<file path="config.mk">
export PLATFORM = sky130hd
export DESIGN_NAME = divTop
export DESIGN_NICKNAME = d
export VERILOG_FILES = /design/src/verilog/divPkg.sv /design/src/verilog/divFsm.sv /design/src/verilog/divIterCounter.sv /design/src/verilog/divRemainderPath.sv /design/src/verilog/divResultAssembly.sv /design/src/verilog/divTop.sv
export SDC_FILE = /design/constraint.sdc
export NUM_CORES = 1
export LEC_CHECK = 0
export BUFFER_PORTS_ARGS = -buffer_cell sky130_fd_sc_hd__buf_2
export CAP_MARGIN = 10
export CORE_UTILIZATION = 55
export CTS_BUF_LIST = sky130_fd_sc_hd__clkbuf_4 sky130_fd_sc_hd__clkbuf_8
export DETAILED_ROUTE_END_ITERATION = 12
export PLACE_DENSITY = 0.87
export SLEW_MARGIN = 20
export SYNTH_ARGS = -nofsm -noshare
export SYNTH_HDL_FRONTEND = slang
export SYNTH_HIERARCHICAL = 1
export SYNTH_SLANG_ARGS = --single-unit
</file>
<file path="constraint.sdc">
create_clock -name Clk_CI -period 12.2 [get_ports Clk_CI]
set_input_delay 0 -clock Clk_CI [delete_from_list [all_inputs] [get_ports Clk_CI]]
set_output_delay 0 -clock Clk_CI [all_outputs]
set_load 0.005 [all_outputs]
</file>
<file path="src/verilog/divPkg.sv">
`default_nettype none

package divPkg;

	// ----------------------------------------
	// Widths
	// ----------------------------------------

	localparam int MantW = 24;        // Mantissa with hidden one.
	localparam int RemW = MantW + 1;  // Partial remainder, one sign bit on top.
	localparam int ExpW = 9;
	localparam int ExpResW = ExpW + 1;
	localparam int PrecW = 5;
	localparam int CntW = 3;

	// Radix 16, one quotient digit per clock.
	localparam int BitsPerIter = 4;

	// ----------------------------------------
	// Precision control and bias
	// ----------------------------------------

	localparam logic [PrecW-1:0] PrecMin = 5'd8;
	localparam logic [PrecW-1:0] PrecMax = 5'd23;  // Also the fallback for bad values.

	// Counter value that closes the 8..11 precision group.
	localparam logic [CntW-1:0] MinLastCnt = 3'd2;

	// Added to num + ~den, which nets the +127 bias.
	localparam logic [ExpResW-1:0] ExpBiasOne = 10'd128;

	// ----------------------------------------
	// Controller states
	// ----------------------------------------

	typedef enum logic [1:0] {
		Idle    = 2'd0,
		Iterate = 2'd1,
		Finish  = 2'd2
	} divState_t;

endpackage

`default_nettype wire

</file>
<file path="src/verilog/divFsm.sv">
`timescale 1ns/1ps
`default_nettype none

module divFsm (
	input  wire               Clk_CI,
	input  wire               Rst_RBI,
	input  wire               Start_SI,
	input  wire               LastIter_S,
	output logic              IterEn_S,
	output logic              FirstIter_S,
	output divPkg::divState_t State_S,
	output logic              Ready_SO,
	output logic              Done_SO
);

	divPkg::divState_t stateQ;
	divPkg::divState_t stateNext;
	logic              accept;
	logic              lastStep;
	logic              startDly;

	// A new start is only taken while no division is running.
	assign accept = Start_SI & ((stateQ == divPkg::Idle) | (stateQ == divPkg::Finish));
	assign lastStep = (stateQ == divPkg::Iterate) & LastIter_S;

	always_comb begin
		stateNext = stateQ;
		case (stateQ)
			divPkg::Idle: if (accept) stateNext = divPkg::Iterate;
			divPkg::Iterate: if (lastStep) stateNext = divPkg::Finish;
			divPkg::Finish: stateNext = accept ? divPkg::Iterate : divPkg::Idle;
			default: stateNext = divPkg::Idle;
		endcase
	end

	always_ff @(posedge Clk_CI or negedge Rst_RBI) begin
		if (!Rst_RBI) begin
			stateQ   <= divPkg::Idle;
			startDly <= 1'b0;
			Ready_SO <= 1'b1;
			Done_SO  <= 1'b0;
		end else begin
			stateQ   <= stateNext;
			startDly <= accept;   // Marks the first iterate cycle.
			Done_SO  <= lastStep;
			if (accept)
				Ready_SO <= 1'b0;
			else if (lastStep)
				Ready_SO <= 1'b1;
		end
	end

	assign IterEn_S = (stateQ == divPkg::Iterate);
	assign FirstIter_S = startDly;
	assign State_S = stateQ;

endmodule

`default_nettype wire

</file>
<file path="src/verilog/divIterCounter.sv">
`timescale 1ns/1ps
`default_nettype none

module divIterCounter (
	input  wire                       Clk_CI,
	input  wire                       Rst_RBI,
	input  wire                       Start_SI,
	input  wire                       Ready_SO,
	input  wire [divPkg::PrecW-1:0]   Precision_SI,
	input  wire                       IterEn_S,
	output logic [divPkg::PrecW-1:0]  PrecisionQ_S,
	output logic                      LastIter_S
);

	logic [divPkg::PrecW-1:0] precClamp;
	logic [divPkg::PrecW-1:0] precOffset;
	logic [divPkg::CntW-1:0]  iterCnt;
	logic [divPkg::CntW-1:0]  lastCnt;

	assign precClamp = ((Precision_SI < divPkg::PrecMin) || (Precision_SI > divPkg::PrecMax)) ?
		divPkg::PrecMax : Precision_SI;

	// Group of four precisions per extra iteration.
	assign precOffset = PrecisionQ_S - divPkg::PrecMin;
	assign lastCnt = divPkg::MinLastCnt + {1'b0, precOffset[3:2]};

	assign LastIter_S = IterEn_S & (iterCnt == lastCnt);

	always_ff @(posedge Clk_CI or negedge Rst_RBI) begin
		if (!Rst_RBI) begin
			PrecisionQ_S <= divPkg::PrecMax;
			iterCnt      <= '0;
		end else begin
			if (Start_SI & Ready_SO)
				PrecisionQ_S <= precClamp;  // Held for the whole division.
			if (LastIter_S)
				iterCnt <= '0;
			else if (IterEn_S)
				iterCnt <= iterCnt + 1'b1;
		end
	end

endmodule

`default_nettype wire

</file>
<file path="src/verilog/divRemainderPath.sv">
`timescale 1ns/1ps
`default_nettype none

module divRemainderPath (
	input  wire                       Clk_CI,
	input  wire                       Rst_RBI,
	input  wire                       IterEn_S,
	input  wire                       FirstIter_S,
	input  wire [divPkg::MantW-1:0]   NumMant_DI,
	input  wire [divPkg::MantW-1:0]   DenMant_DI,
	output logic [divPkg::MantW-1:0]  Quotient_D,
	output logic                      NextQBit_D
);

	logic [divPkg::RemW-1:0] remainderQ;
	logic [divPkg::RemW-1:0] denExt;

	// One entry per add/subtract cell.
	wire [divPkg::RemW-1:0]        cellA [divPkg::BitsPerIter];
	wire [divPkg::RemW-1:0]        cellSum [divPkg::BitsPerIter];
	wire [divPkg::BitsPerIter-1:0] cellSub;
	wire [divPkg::BitsPerIter-1:0] qBits;   // First cell in the MSB.

	assign denExt = {1'b0, DenMant_DI};

	// ----------------------------------------
	// Non-restoring cells
	// ----------------------------------------

	for (genvar i = 0; i < divPkg::BitsPerIter; i++) begin : genCell
		wire [divPkg::RemW-1:0] cellB;

		if (i == 0) begin : genHead
			// The first digit of a division always starts with a subtraction.
			assign cellA[i] = FirstIter_S ? {1'b0, NumMant_DI} :
				{remainderQ[divPkg::RemW-2:0], 1'b0};
			assign cellSub[i] = FirstIter_S | Quotient_D[0];
		end else begin : genChain
			assign cellA[i] = {cellSum[i-1][divPkg::RemW-2:0], 1'b0};
			assign cellSub[i] = qBits[divPkg::BitsPerIter-i];
		end

		// Subtract is a + ~d + 1, the carry in supplies the one.
		assign cellB = cellSub[i] ? ~denExt : denExt;
		assign {qBits[divPkg::BitsPerIter-1-i], cellSum[i]} =
			{1'b0, cellA[i]} + {1'b0, cellB} + {{divPkg::RemW{1'b0}}, cellSub[i]};
	end

	// ----------------------------------------
	// Remainder and quotient registers
	// ----------------------------------------

	always_ff @(posedge Clk_CI or negedge Rst_RBI) begin
		if (!Rst_RBI) begin
			remainderQ <= '0;
			Quotient_D <= '0;
		end else if (IterEn_S) begin
			remainderQ <= cellSum[divPkg::BitsPerIter-1];
			Quotient_D <= {Quotient_D[divPkg::MantW-divPkg::BitsPerIter-1:0], qBits};
		end
	end

	// Outside the first iteration the head cell works on the stored remainder,
	// so after the last iteration its carry is the next quotient bit.
	assign NextQBit_D = qBits[divPkg::BitsPerIter-1];

endmodule

`default_nettype wire

</file>
<file path="src/verilog/divResultAssembly.sv">
`timescale 1ns/1ps
`default_nettype none

module divResultAssembly (
	input  wire                          Clk_CI,
	input  wire                          Rst_RBI,
	input  wire                          FirstIter_S,
	input  wire divPkg::divState_t       State_S,
	input  wire [divPkg::PrecW-1:0]      PrecisionQ_S,
	input  wire [divPkg::MantW-1:0]      Quotient_D,
	input  wire                          NextQBit_D,
	input  wire signed [divPkg::ExpW-1:0] NumExp_DI,
	input  wire signed [divPkg::ExpW-1:0] DenExp_DI,
	output logic [divPkg::MantW-1:0]     MantResult_DO,
	output logic [divPkg::ExpResW-1:0]   ExpResult_DO
);

	logic [divPkg::PrecW-1:0]   alignShift;
	logic [1:0]                 lowBits;
	logic [divPkg::MantW-1:0]   truncMant;
	logic                       roundBit;
	logic                       roundEn;
	logic [divPkg::MantW:0]     roundVec;
	logic [divPkg::MantW:0]     corrMant;
	logic [divPkg::ExpResW-1:0] numExpExt;
	logic [divPkg::ExpResW-1:0] denExpInv;

	// ----------------------------------------
	// Mantissa alignment
	// ----------------------------------------

	// Zero fill below the P+1 result bits.
	assign alignShift = divPkg::PrecMax - PrecisionQ_S;

	// Each group computes 4 bits per iteration, so the result LSB sits
	// 3 - P[1:0] bits above the quotient LSB.
	assign lowBits = ~PrecisionQ_S[1:0];
	assign truncMant = (Quotient_D >> lowBits) << alignShift;

	always_comb begin
		case (PrecisionQ_S[1:0])
			2'd0: roundBit = Quotient_D[2];
			2'd1: roundBit = Quotient_D[1];
			2'd2: roundBit = Quotient_D[0];
			default: roundBit = NextQBit_D;  // All computed bits are in use.
		endcase
	end

	// ----------------------------------------
	// Last bit correction
	// ----------------------------------------

	assign roundEn = roundBit & (State_S != divPkg::Idle);
	assign roundVec = {{divPkg::MantW{1'b0}}, roundEn} << alignShift;
	assign corrMant = {1'b0, truncMant} + roundVec;

	// Rounding up must not carry out of the mantissa.
	assign MantResult_DO = corrMant[divPkg::MantW] ? truncMant : corrMant[divPkg::MantW-1:0];

	// ----------------------------------------
	// Prenormalized exponent
	// ----------------------------------------

	assign numExpExt = {NumExp_DI[divPkg::ExpW-1], NumExp_DI};
	assign denExpInv = ~{DenExp_DI[divPkg::ExpW-1], DenExp_DI};  // Equals -den - 1.

	always_ff @(posedge Clk_CI or negedge Rst_RBI) begin
		if (!Rst_RBI)
			ExpResult_DO <= '0;
		else if (FirstIter_S)
			ExpResult_DO <= numExpExt + denExpInv + divPkg::ExpBiasOne;
	end

endmodule

`default_nettype wire

</file>
<file path="src/verilog/divTop.sv">
`timescale 1ns/1ps
`default_nettype none

module divTop (
	input  wire                           Clk_CI,
	input  wire                           Rst_RBI,
	input  wire                           Start_SI,
	input  wire [divPkg::PrecW-1:0]       Precision_SI,
	input  wire [divPkg::MantW-1:0]       NumMant_DI,
	input  wire [divPkg::MantW-1:0]       DenMant_DI,
	input  wire signed [divPkg::ExpW-1:0] NumExp_DI,
	input  wire signed [divPkg::ExpW-1:0] DenExp_DI,
	output wire                           Ready_SO,
	output wire                           Done_SO,
	output wire [divPkg::MantW-1:0]       MantResult_DO,
	output wire [divPkg::ExpResW-1:0]     ExpResult_DO
);

	wire                     IterEn_S;
	wire                     FirstIter_S;
	wire                     LastIter_S;
	wire divPkg::divState_t  State_S;
	wire [divPkg::PrecW-1:0] PrecisionQ_S;
	wire [divPkg::MantW-1:0] Quotient_D;
	wire                     NextQBit_D;

	divFsm fsm0 (
		.Clk_CI      (Clk_CI),
		.Rst_RBI     (Rst_RBI),
		.Start_SI    (Start_SI),
		.LastIter_S  (LastIter_S),
		.IterEn_S    (IterEn_S),
		.FirstIter_S (FirstIter_S),
		.State_S     (State_S),
		.Ready_SO    (Ready_SO),
		.Done_SO     (Done_SO)
	);

	divIterCounter cnt0 (
		.Clk_CI       (Clk_CI),
		.Rst_RBI      (Rst_RBI),
		.Start_SI     (Start_SI),
		.Ready_SO     (Ready_SO),
		.Precision_SI (Precision_SI),
		.IterEn_S     (IterEn_S),
		.PrecisionQ_S (PrecisionQ_S),
		.LastIter_S   (LastIter_S)
	);

	divRemainderPath rem0 (
		.Clk_CI      (Clk_CI),
		.Rst_RBI     (Rst_RBI),
		.IterEn_S    (IterEn_S),
		.FirstIter_S (FirstIter_S),
		.NumMant_DI  (NumMant_DI),
		.DenMant_DI  (DenMant_DI),
		.Quotient_D  (Quotient_D),
		.NextQBit_D  (NextQBit_D)
	);

	divResultAssembly res0 (
		.Clk_CI        (Clk_CI),
		.Rst_RBI       (Rst_RBI),
		.FirstIter_S   (FirstIter_S),
		.State_S       (State_S),
		.PrecisionQ_S  (PrecisionQ_S),
		.Quotient_D    (Quotient_D),
		.NextQBit_D    (NextQBit_D),
		.NumExp_DI     (NumExp_DI),
		.DenExp_DI     (DenExp_DI),
		.MantResult_DO (MantResult_DO),
		.ExpResult_DO  (ExpResult_DO)
	);

endmodule

`default_nettype wire

</file>
Yosys cells after proc, flatten, opt, wreduce, memory -nomap -nowiden
Index checks and enable logic that the tools add are counted.

Register bits after elaboration: 71. Bits of input ports: 74. Output and inout bits: 36.

Add/sub/neg operators: 15. $lt $le $gt $ge: 2. Equal/unequal tests: 7. Shift-type cells: 3. Multiplexer cells: 16. Bitwise logic cells: 10. Reduce and logical (&&, ||, !) cells: 7.

Operators with widths (number): 25-bit 2-to-1 mux (5); 25-bit by 25-bit adder with 26-bit output (4); 26-bit by 1-bit adder with 26-bit output (4); 24-bit by 25-bit adder with 25-bit output (1); 24-bit NOT with 25-bit output (1); 1-bit by 5-bit left shift with 25-bit output (1); 24-bit 2-to-1 mux (1); 24-bit by 5-bit left shift with 24-bit output (1); 24-bit by 2-bit right shift with 24-bit output (1); 10-bit adder (1); 10-bit by 8-bit adder with 10-bit output, second input constant (1); 10-bit NOT (1); 3-bit 2-to-1 mux (2); 2-bit case mux with 3 select lines (1); 2-bit nonzero test (3); 1-bit AND (5); 5-bit greater-than comparator, second input constant (1); 5-bit by 4-bit less-than comparator with 1-bit output, second input constant (1); 5-bit 2-to-1 mux (1); 5-bit subtractor, first input constant (1); 2-bit by 1-bit == test with 1-bit output, second input constant (2); 2-bit == test, second input constant (2); 2-bit zero test (2); 2-bit 2-to-1 mux (2); 12 further kinds (15).

Longest topological paths before layout
Gate-level depths: netlist (run 1).

Word-level depth: 13. Gate-level depth with buffers: 47.

By module
The synthesis (run 1) kept the hierarchy.

By module, submodules not included: divRemainderPath (instances 1, cells each 883, area each 7609.8 um2, seq. area each 1201.2 um2); divResultAssembly (instances 1, cells each 421, area each 3314.4 um2, seq. area each 250.2 um2); divIterCounter (instances 1, cells each 37, area each 392.9 um2, seq. area each 205.2 um2); divFsm (instances 1, cells each 13, area each 187.7 um2, seq. area each 126.4 um2).

Worst setup path before layout (run 1)
OpenSTA, ideal clock, no wires.

Path kind: flip-flop to flip-flop. From: register fsm0.startDly, in the netlist fsm0/FirstIter_S. To: register rem0/remainderQ[22] (netlist name). Library setup time: 125 ps. Data arrival time: 9091 ps. Data required time: 12075 ps. Slack: 2984 ps. Cell stages (with the launch flop): 46. Path buffers: 8. Period minus slack after synthesis: 9216 ps. Cells stage by stage: dfrtp_1 -> buf_4 -> nor2_4 -> buf_1 -> xnor2_1 -> ha_1 -> nor2_1 -> nor4_2 -> a211oi_2 -> a21oi_1 -> nor2_1 -> a211oi_1 -> o22a_1 -> buf_4 -> buf_6 -> xor2_1 -> ha_1 -> o21ai_0 -> [... 10 more ...] -> and2_1 -> a31o_2 -> nor4_1 -> nor2_1 -> a311oi_1 -> o31ai_1 -> buf_2 -> buf_6 -> xor2_1 -> fa_1 -> a211o_1 -> a21oi_2 -> o21ai_2 -> o31a_1 -> a221oi_2 -> o2111ai_1 -> xor2_1 -> mux2_4.

Word-level cells in the longest chain between the ends: 13.

Ends and longest elaborated chain: start, declared (RTL line divFsm.sv:20) `logic startDly;`; start signal, assigned (RTL line divFsm.sv:44) `startDly <= accept;`; 1-bit bitwise OR (RTL line divRemainderPath.sv:37) `assign cellSub[i] = FirstIter_S | Quotient_D[0];`; 25-bit 2-to-1 mux (RTL line divRemainderPath.sv:44) `assign cellB = cellSub[i] ? ~denExt : denExt;`; 25-bit by 25-bit adder with 26-bit output (RTL line divRemainderPath.sv:46) `{1'b0, cellA[i]} + {1'b0, cellB} + {{divPkg::RemW{1'b0}}, cellSub[i]};`; 26-bit by 1-bit adder with 26-bit output * (RTL line divRemainderPath.sv:46); net NextQBit_D (RTL line divTop.sv:25) `wire NextQBit_D;`; 25-bit 2-to-1 mux (RTL line divRemainderPath.sv:44); 25-bit by 25-bit adder with 26-bit output (RTL line divRemainderPath.sv:46); 26-bit by 1-bit adder with 26-bit output * (RTL line divRemainderPath.sv:46); 25-bit 2-to-1 mux (RTL line divRemainderPath.sv:44); 25-bit by 25-bit adder with 26-bit output (RTL line divRemainderPath.sv:46); 26-bit by 1-bit adder with 26-bit output * (RTL line divRemainderPath.sv:46); net rem0.cellSub (one bit) (RTL line divRemainderPath.sv:21) `wire [divPkg::BitsPerIter-1:0] cellSub;`; 25-bit 2-to-1 mux (RTL line divRemainderPath.sv:44); 25-bit by 25-bit adder with 26-bit output (RTL line divRemainderPath.sv:46); 26-bit by 1-bit adder with 26-bit output * (RTL line divRemainderPath.sv:46); end signal, assigned (RTL line divRemainderPath.sv:58) `remainderQ <= cellSum[divPkg::BitsPerIter-1];`; end, declared (RTL line divRemainderPath.sv:15) `logic [divPkg::RemW-1:0] remainderQ;`.

The timed path passes the listed nets; every way through them passes the cells marked *. A chain may end at the register's enable or synchronous reset.

Final worst setup path (run 1)
From: register fsm0.startDly, in the netlist fsm0/FirstIter_S. To: register rem0/remainderQ[22] (netlist name).

Word-level cells in the longest chain between the ends: 13.

Ends and longest elaborated chain (RTL line): 1-bit bitwise OR (divRemainderPath.sv:37); 25-bit 2-to-1 mux (divRemainderPath.sv:44); 25-bit by 25-bit adder with 26-bit output (divRemainderPath.sv:46); 26-bit by 1-bit adder with 26-bit output * (divRemainderPath.sv:46); net NextQBit_D (divTop.sv:25); 25-bit 2-to-1 mux (divRemainderPath.sv:44); 25-bit by 25-bit adder with 26-bit output (divRemainderPath.sv:46); 26-bit by 1-bit adder with 26-bit output * (divRemainderPath.sv:46); 25-bit 2-to-1 mux (divRemainderPath.sv:44); 25-bit by 25-bit adder with 26-bit output (divRemainderPath.sv:46); 26-bit by 1-bit adder with 26-bit output * (divRemainderPath.sv:46); 25-bit 2-to-1 mux (divRemainderPath.sv:44); 25-bit by 25-bit adder with 26-bit output (divRemainderPath.sv:46); 26-bit by 1-bit adder with 26-bit output * (divRemainderPath.sv:46).

Marks and branches as above.

==> results of run 1 <==
[Yosys cell counts, types with 6 or more instances]
master / count / area share
a211o_1: 6 / 0.0046
a21o_1: 58 / 0.038
a21oi_1: 100 / 0.044
a31oi_1: 15 / 0.0082
and2_1: 8 / 0.0044
and3_1: 9 / 0.0049
buf_2: 6 / 0.0026
buf_6: 7 / 0.0069
clkbuf_1: 27 / 0.0088
dfrtp_1: 66 / 0.14
fa_1: 6 / 0.010
ha_1: 141 / 0.15
inv_1: 57 / 0.019
mux2_2: 77 / 0.075
mux2_4: 19 / 0.025
mux2i_1: 21 / 0.018
nand2_1: 80 / 0.026
nand2b_1: 19 / 0.010
nand3_1: 26 / 0.011
nand4_1: 16 / 0.0087
nor2_1: 112 / 0.037
nor2b_1: 18 / 0.0098
nor3_1: 28 / 0.012
nor3b_1: 6 / 0.0039
nor4_1: 8 / 0.0044
o2111ai_1: 7 / 0.0053
o211ai_1: 10 / 0.0065
o21a_1: 15 / 0.0098
o21ai_0: 35 / 0.015
o21ai_1: 8 / 0.0035
o21bai_1: 12 / 0.0078
o22ai_1: 16 / 0.0087
o31ai_1: 8 / 0.0052
or2_2: 10 / 0.0054
xnor2_1: 115 / 0.088
xor2_1: 89 / 0.068
[per-stage QoR]
stage | cell area [um2] | setup WS [ns] | hold WS, ns | utilization
2_1_floorplan | 11500 | 2.98 | -0.296 | -
3_3_place_gp | 12200 | 1.78 | 0.167 | 0.597
3_5_place_dp | 12200 | 1.40 | 0.178 | 0.597
4_1_cts | 12400 | 1.34 | 0.0355 | 0.611
5_1_grt | 12400 | 0.404 | 0.0554 | 0.611
6_report | 12400 | 1.23 | 0.0448 | 0.611
[cell families after synthesis]
kind of cell    Yosys count
compound gates          339
xor+xnor                205
fa+ha+maj               147
buf+inv                 108
flops                    71
mux                     118
simple gates            366
[worst min-delay path: stages]
cell and delay, ns:
buf_2 0.10, inv_1 0.04, ha_1 0.11, mux2_2 0.13
[area by class of cell]
cell class,instances,share of cell area
Timing Repair Buffer,125,0.0559
Clock inverter,7,0.00392
Multi-Input combinational cell,1175,0.742
Sequential cell,71,0.143
Clock buffer,9,0.00996
Inverter,57,0.0172
Tap cell,270,0.0272
[worst min path at each step]
stage                 startpoint                   end
floorplan                Rst_RBI  cnt0/PrecisionQ_S[3]
global placement         Rst_RBI    rem0/remainderQ[2]
detailed placement       Rst_RBI    rem0/remainderQ[2]
CTS                 DenExp_DI[0]  res0/ExpResult_DO[0]
global route        DenExp_DI[0]  res0/ExpResult_DO[0]
finish              DenExp_DI[0]  res0/ExpResult_DO[0]
[repair_timing]
action | 4_1_cts | 5_1_grt
endpoints found under the hold margin | 74 | 0
gates resized for setup | 0 | 0
setup buffers | 0 | 0
hold buffers | 11 | 0
[registers in the layout, indices dropped and copies added, names as in the netlist]
| register | count |
|---|---|
| cnt0/PrecisionQ_S | 5 |
| cnt0/iterCnt | 3 |
| fsm0/Done_SO | 1 |
| fsm0/FirstIter_S | 1 |
| fsm0/Ready_SO | 1 |
| fsm0/State_S | 2 |
| rem0/Quotient_D | 24 |
| rem0/remainderQ | 24 |
| res0/ExpResult_DO | 10 |
[metal layers]
layer	vias to the layer above	global-route usage	part of all wire
met4	0	0.107	0.035
li1	5083	-	-
met5	-	0	0
met3	80	0.0238	0.047
met2	360	0.473	0.47
met1	5012	0.367	0.44
==> results.md, run 1 <==
* Final Setup Violations at 0
* Status: finished, final reports clean
* Period minus WS final at 10.97 ns
* Vias in the first global route at 10100
* Ys async rst share at 1.00
* Max-Cap Viols at 0
* Die height at 147 um
* Seq/Total Area, Yosys at 0.155
* Synth Area in XOR/XNOR at 0.158
* Share of cells above drive strength 1 at 0.187
* CP bufs+invs at 1
* Commonest non-fill, non-tap cells in the layout: ha_1 (141), xnor2_1 (115), nor2_1 (112)
* Pins Over Slew Limit at 0
* Most used cell along the critical path: ha_1
* Min-Delay Path Class: in2reg
* Rel. slew slack at 0.285
* R2R depth at 38
* Yosys cell types at 89
* Clk root buf: clkbuf_8
* Num CTS Buffers at 9
* Fin Clk Skew at 0.0169 ns
* R2R setup slack at 1.23 ns
* Filler cells at 1722
* Post-Place Cells at 1687
* Synth Area in Compound Gates at 0.201
* First-pass GRT wire length at 49200 um
* Initial antenna violation count at 0
* Slowest-stage cell, CP: nor2_4
* Row count at 52
* Detailed Route WL at 30000 um
* Critical Path Stages at 38
* FF+latch area at 1780 um2
* Critical path arrival at 11.22 ns
* Number of synthesized flops with an enable pin at 0
* Routed len/inst at 17.5 um
* Footprint of the multi-input gates at 9230 um2
* Setup TNS at 0 ns
* Remaining Overflow, GRT at 0
* Worst Setup EP: rem0/remainderQ[22]
* DRT antenna net count at 0
* H-tree levels at 3
* Flops & latches, synth at 71
* Mux cell area share after synthesis at 0.120
* DR vias at 10500
* CTS tree: built
* Clock Tree Buf Depth at 2
* CORE AREA at 20400 um2
* Mapped Cells at 1354
* Post-DP HPWL at 24000 um
* Syn_nets at 1575
* RR Startpoint: fsm0/FirstIter_S
* Setup CP Type: reg2reg
* Antenna diodes at 0
* Syn avg cell area at 8.50 um2
* Slew @ Worst Pin at 1.07 ns
* WP data required at 12.45 ns
* Ys Warns at 6
* Vias per cell at 6.15
* Final net count at 1660
* Largest net degree at the start of global routing at 72
* Fmax at 91.2 MHz
* Crit-path leading delay family: compound AO/OA/AOI/OAI gates
* Largest family of logic cells by synthesized area: compound AO/OA/AOI/OAI gates
* Unrepaired setup endpoints after global routing: false
* Synth Area in Simple Gates at 0.157
* Startpoint Class: register
* Hold Fails Final Rpt at 0
* IO buf count at 109
* Leading cell type in the layout, fill and taps excluded: ha_1
* Initial DRT Pass Iterations at 5
* Area delta synth->final at 8.11%
* Hold Path Cell Cnt at 4
* Placer congestion estimate at 0.968
* Critical Path Start: fsm0/FirstIter_S
* Clk_lat worst skew at 0.36 ns
* GRT Total Usage at 0.279
* Post-Synth Adder-Cell Area at 0.164
* Element type at the critical path end: register
* Max incr delay on CP at 0.72 ns
* R2R Path End: rem0/remainderQ[22]
* Max FO, Critical Path at 25
* Initial Util at 0.565
* Die Wd at 147 um
* Clock Sinks at 71
* Mapped Area at 11500 um2
* Post-Layout Cell Count at 1714
* DRC viols at 0
* Reg clk slew, reported paths at 0.09 ns
* Ports at 110
* Synth Flop Type: dfrtp_1
* Die area at 21500 um2
* Period utilisation layout at 0.899
* Starting DRT DRC Count at 713
Power of run 1 is left out: the tool's default activity adds up to more than one toggle a clock period on the data nets, which glitch-free logic cannot reach.
==> run 2, diff against run 1 <==
CORE_MARGIN = 10   (was not set)
SETUP_SLACK_MARGIN = 0.3   (was not set)
clock period = 11.5 ns   (was 12.2 ns; I/O delays follow)
==> run 2 against run 1 <==
Routed wire length is 3.4% higher. Critical path depth unchanged. Sequential share of layout area barely moved.
==> results.md, run 2 (synthesis results as in run 1) <==
* Status: finished, final reports clean
* Placer congestion estimate at 0.952
* Final net count at 1658
* Min-Delay Startpoint: Precision_SI[3]
* Critical Path Start: fsm0/FirstIter_S
* IO buf count at 109
* Pins Over Slew Limit at 0
* Max-Cap Viols at 0
* Area delta synth->final at 8.60%
* Detailed Route WL at 31000 um
* GRT Total Usage at 0.221
* Initial antenna violation count at 0
* Clock Tree Buf Depth at 2
* Die area at 27100 um2
* Max incr delay on CP at 0.62 ns
* Startpoint Class: register
* CORE AREA at 20400 um2
* Leading cell type in the layout, fill and taps excluded: ha_1
* WP data required at 11.74 ns
* Vias per cell at 6.08
* Final Setup Violations at 0
* Clk root buf: clkbuf_8
* Pre-CTS WS at 0.792 ns
* Setup TNS at 0 ns
* Remaining Overflow, GRT at 0
* Min-Delay Path Class: in2reg
* Rel. slew slack at 0.275
* Top Metal Used: met4
* Slowest-stage cell, CP: dfrtp_4
* DRC viols at 0
* Unrepaired setup endpoints after global routing: false
* Clk_lat worst skew at 0.35 ns
* Vias in the first global route at 10200
* Routed len/inst at 18.1 um
* Setup CP Type: reg2reg
* Commonest non-fill, non-tap cells in the layout: ha_1 (141), xnor2_1 (115), nor2_1 (112)
* Row count at 52
* Hold Fails Final Rpt at 0
* Period utilisation layout at 0.909
* Met2 routed WL at 15000 um
* DRT antenna net count at 0
* Initial Util at 0.563
* CTS tree: built
* Share of cells above drive strength 1 at 0.190
* Critical path arrival at 10.69 ns
* Element type at the critical path end: register
* Max FO, Critical Path at 29
* Reg clk slew, reported paths at 0.08 ns
* Largest registers: rem0/Quotient_D: 24 flops, rem0/remainderQ: 24 flops, res0/ExpResult_DO: 10 flops
* Initial DRT Pass Iterations at 7
* WL met1 at 13100 um
* Fmax at 95.7 MHz
* Fin Clk Skew at 0.0146 ns
* Period minus WS final at 10.45 ns
* RR Startpoint: fsm0/FirstIter_S
* Starting DRT DRC Count at 869
* Setup WS post-layout at 1.05 ns
* H-tree levels at 3
* Most used cell along the critical path: ha_1
* Die height at 165 um
* Routed met3 length at 2060 um
* Post-DP HPWL at 25300 um
* Largest net degree at the start of global routing at 72
* Ports at 110
* DR vias at 10400
* Post-CTS Setup Repair Bufs at 0
* Slew @ Worst Pin at 1.09 ns
* Die Wd at 165 um
* Num CTS Buffers at 9
* Clock Sinks at 71
* First-pass GRT wire length at 49800 um
-- run 2: cell types whose count changed in the layout (fill, tap and decap cells not counted), moves of 2 or more --
cell and delta:
dlygate4sd3_1 -5, clkinv_2 -3, bufinv_16 +3, buf_4 +2
-- run 2: worst max-delay path: cells and delay by family (launching register included) --
kind,cells,cell delay [ns]
AND/OR/NAND/NOR,4,0.65
AO/OA/AOI/OAI,22,5.60
multiplexers,2,0.65
XOR/XNOR,3,0.50
flip-flops,1,0.62
adder cells (fa/ha/maj),5,1.65
buffers and inverters,2,0.64
-- run 2: through the flow --
stage	std cells	instance area, um2	utilization	hold WS [ns]
finish	1713	12500	0.612	0.0135
CTS	1711	12500	0.611	0.00105
detailed placement	1689	12200	0.596	0.173
global placement	1689	12200	0.596	0.163
global route	1712	12500	0.611	0.0197
floorplan	1354	11500	-	-0.296
-- run 2: area by class of cell --
type                    instances  area (um2)
clock buffers                  11         145
flip-flops and latches         71        1790
clock inverters                 5         106
multi-input cells            1176        9240
well taps                     270         338
diodes                          1        2.50
fillers                      1810        7940
inverters                      57         214
repair buffers                122         661
-- run 2: path summary, 6_finish.rpt --
kind                       cells after the start                    to  slack [ns]
min in group asynchronous                      2    rem0/remainderQ[0]        0.28
hold reg to reg                                2  res0/ExpResult_DO[8]        0.50
hold / removal                                 4  cnt0/PrecisionQ_S[0]        0.01
setup reg to reg                              38   rem0/remainderQ[22]        1.05
max in group asynchronous                      2      fsm0/FirstIter_S       10.54
setup / recovery                              38   rem0/remainderQ[22]        1.05
-- run 2: timing repair --
action | 4_1_cts | 5_1_grt
endpoints found under the hold margin | 71 | 0
hold buffers | 6 | 0
resized for setup | 0 | 2
setup endpoints to repair | 0 | 9
-- run 2: routing by layer --
| metal | global-route usage | vias to the layer above |
|---|---|---|
| met2 | 0.389 | 357 |
| met4 | 0.0737 | 0 |
| met3 | 0.0261 | 58 |
| li1 | - | 5068 |
| met5 | 0 | - |
| met1 | 0.274 | 4932 |
Power of run 2 is left out for the same reason.
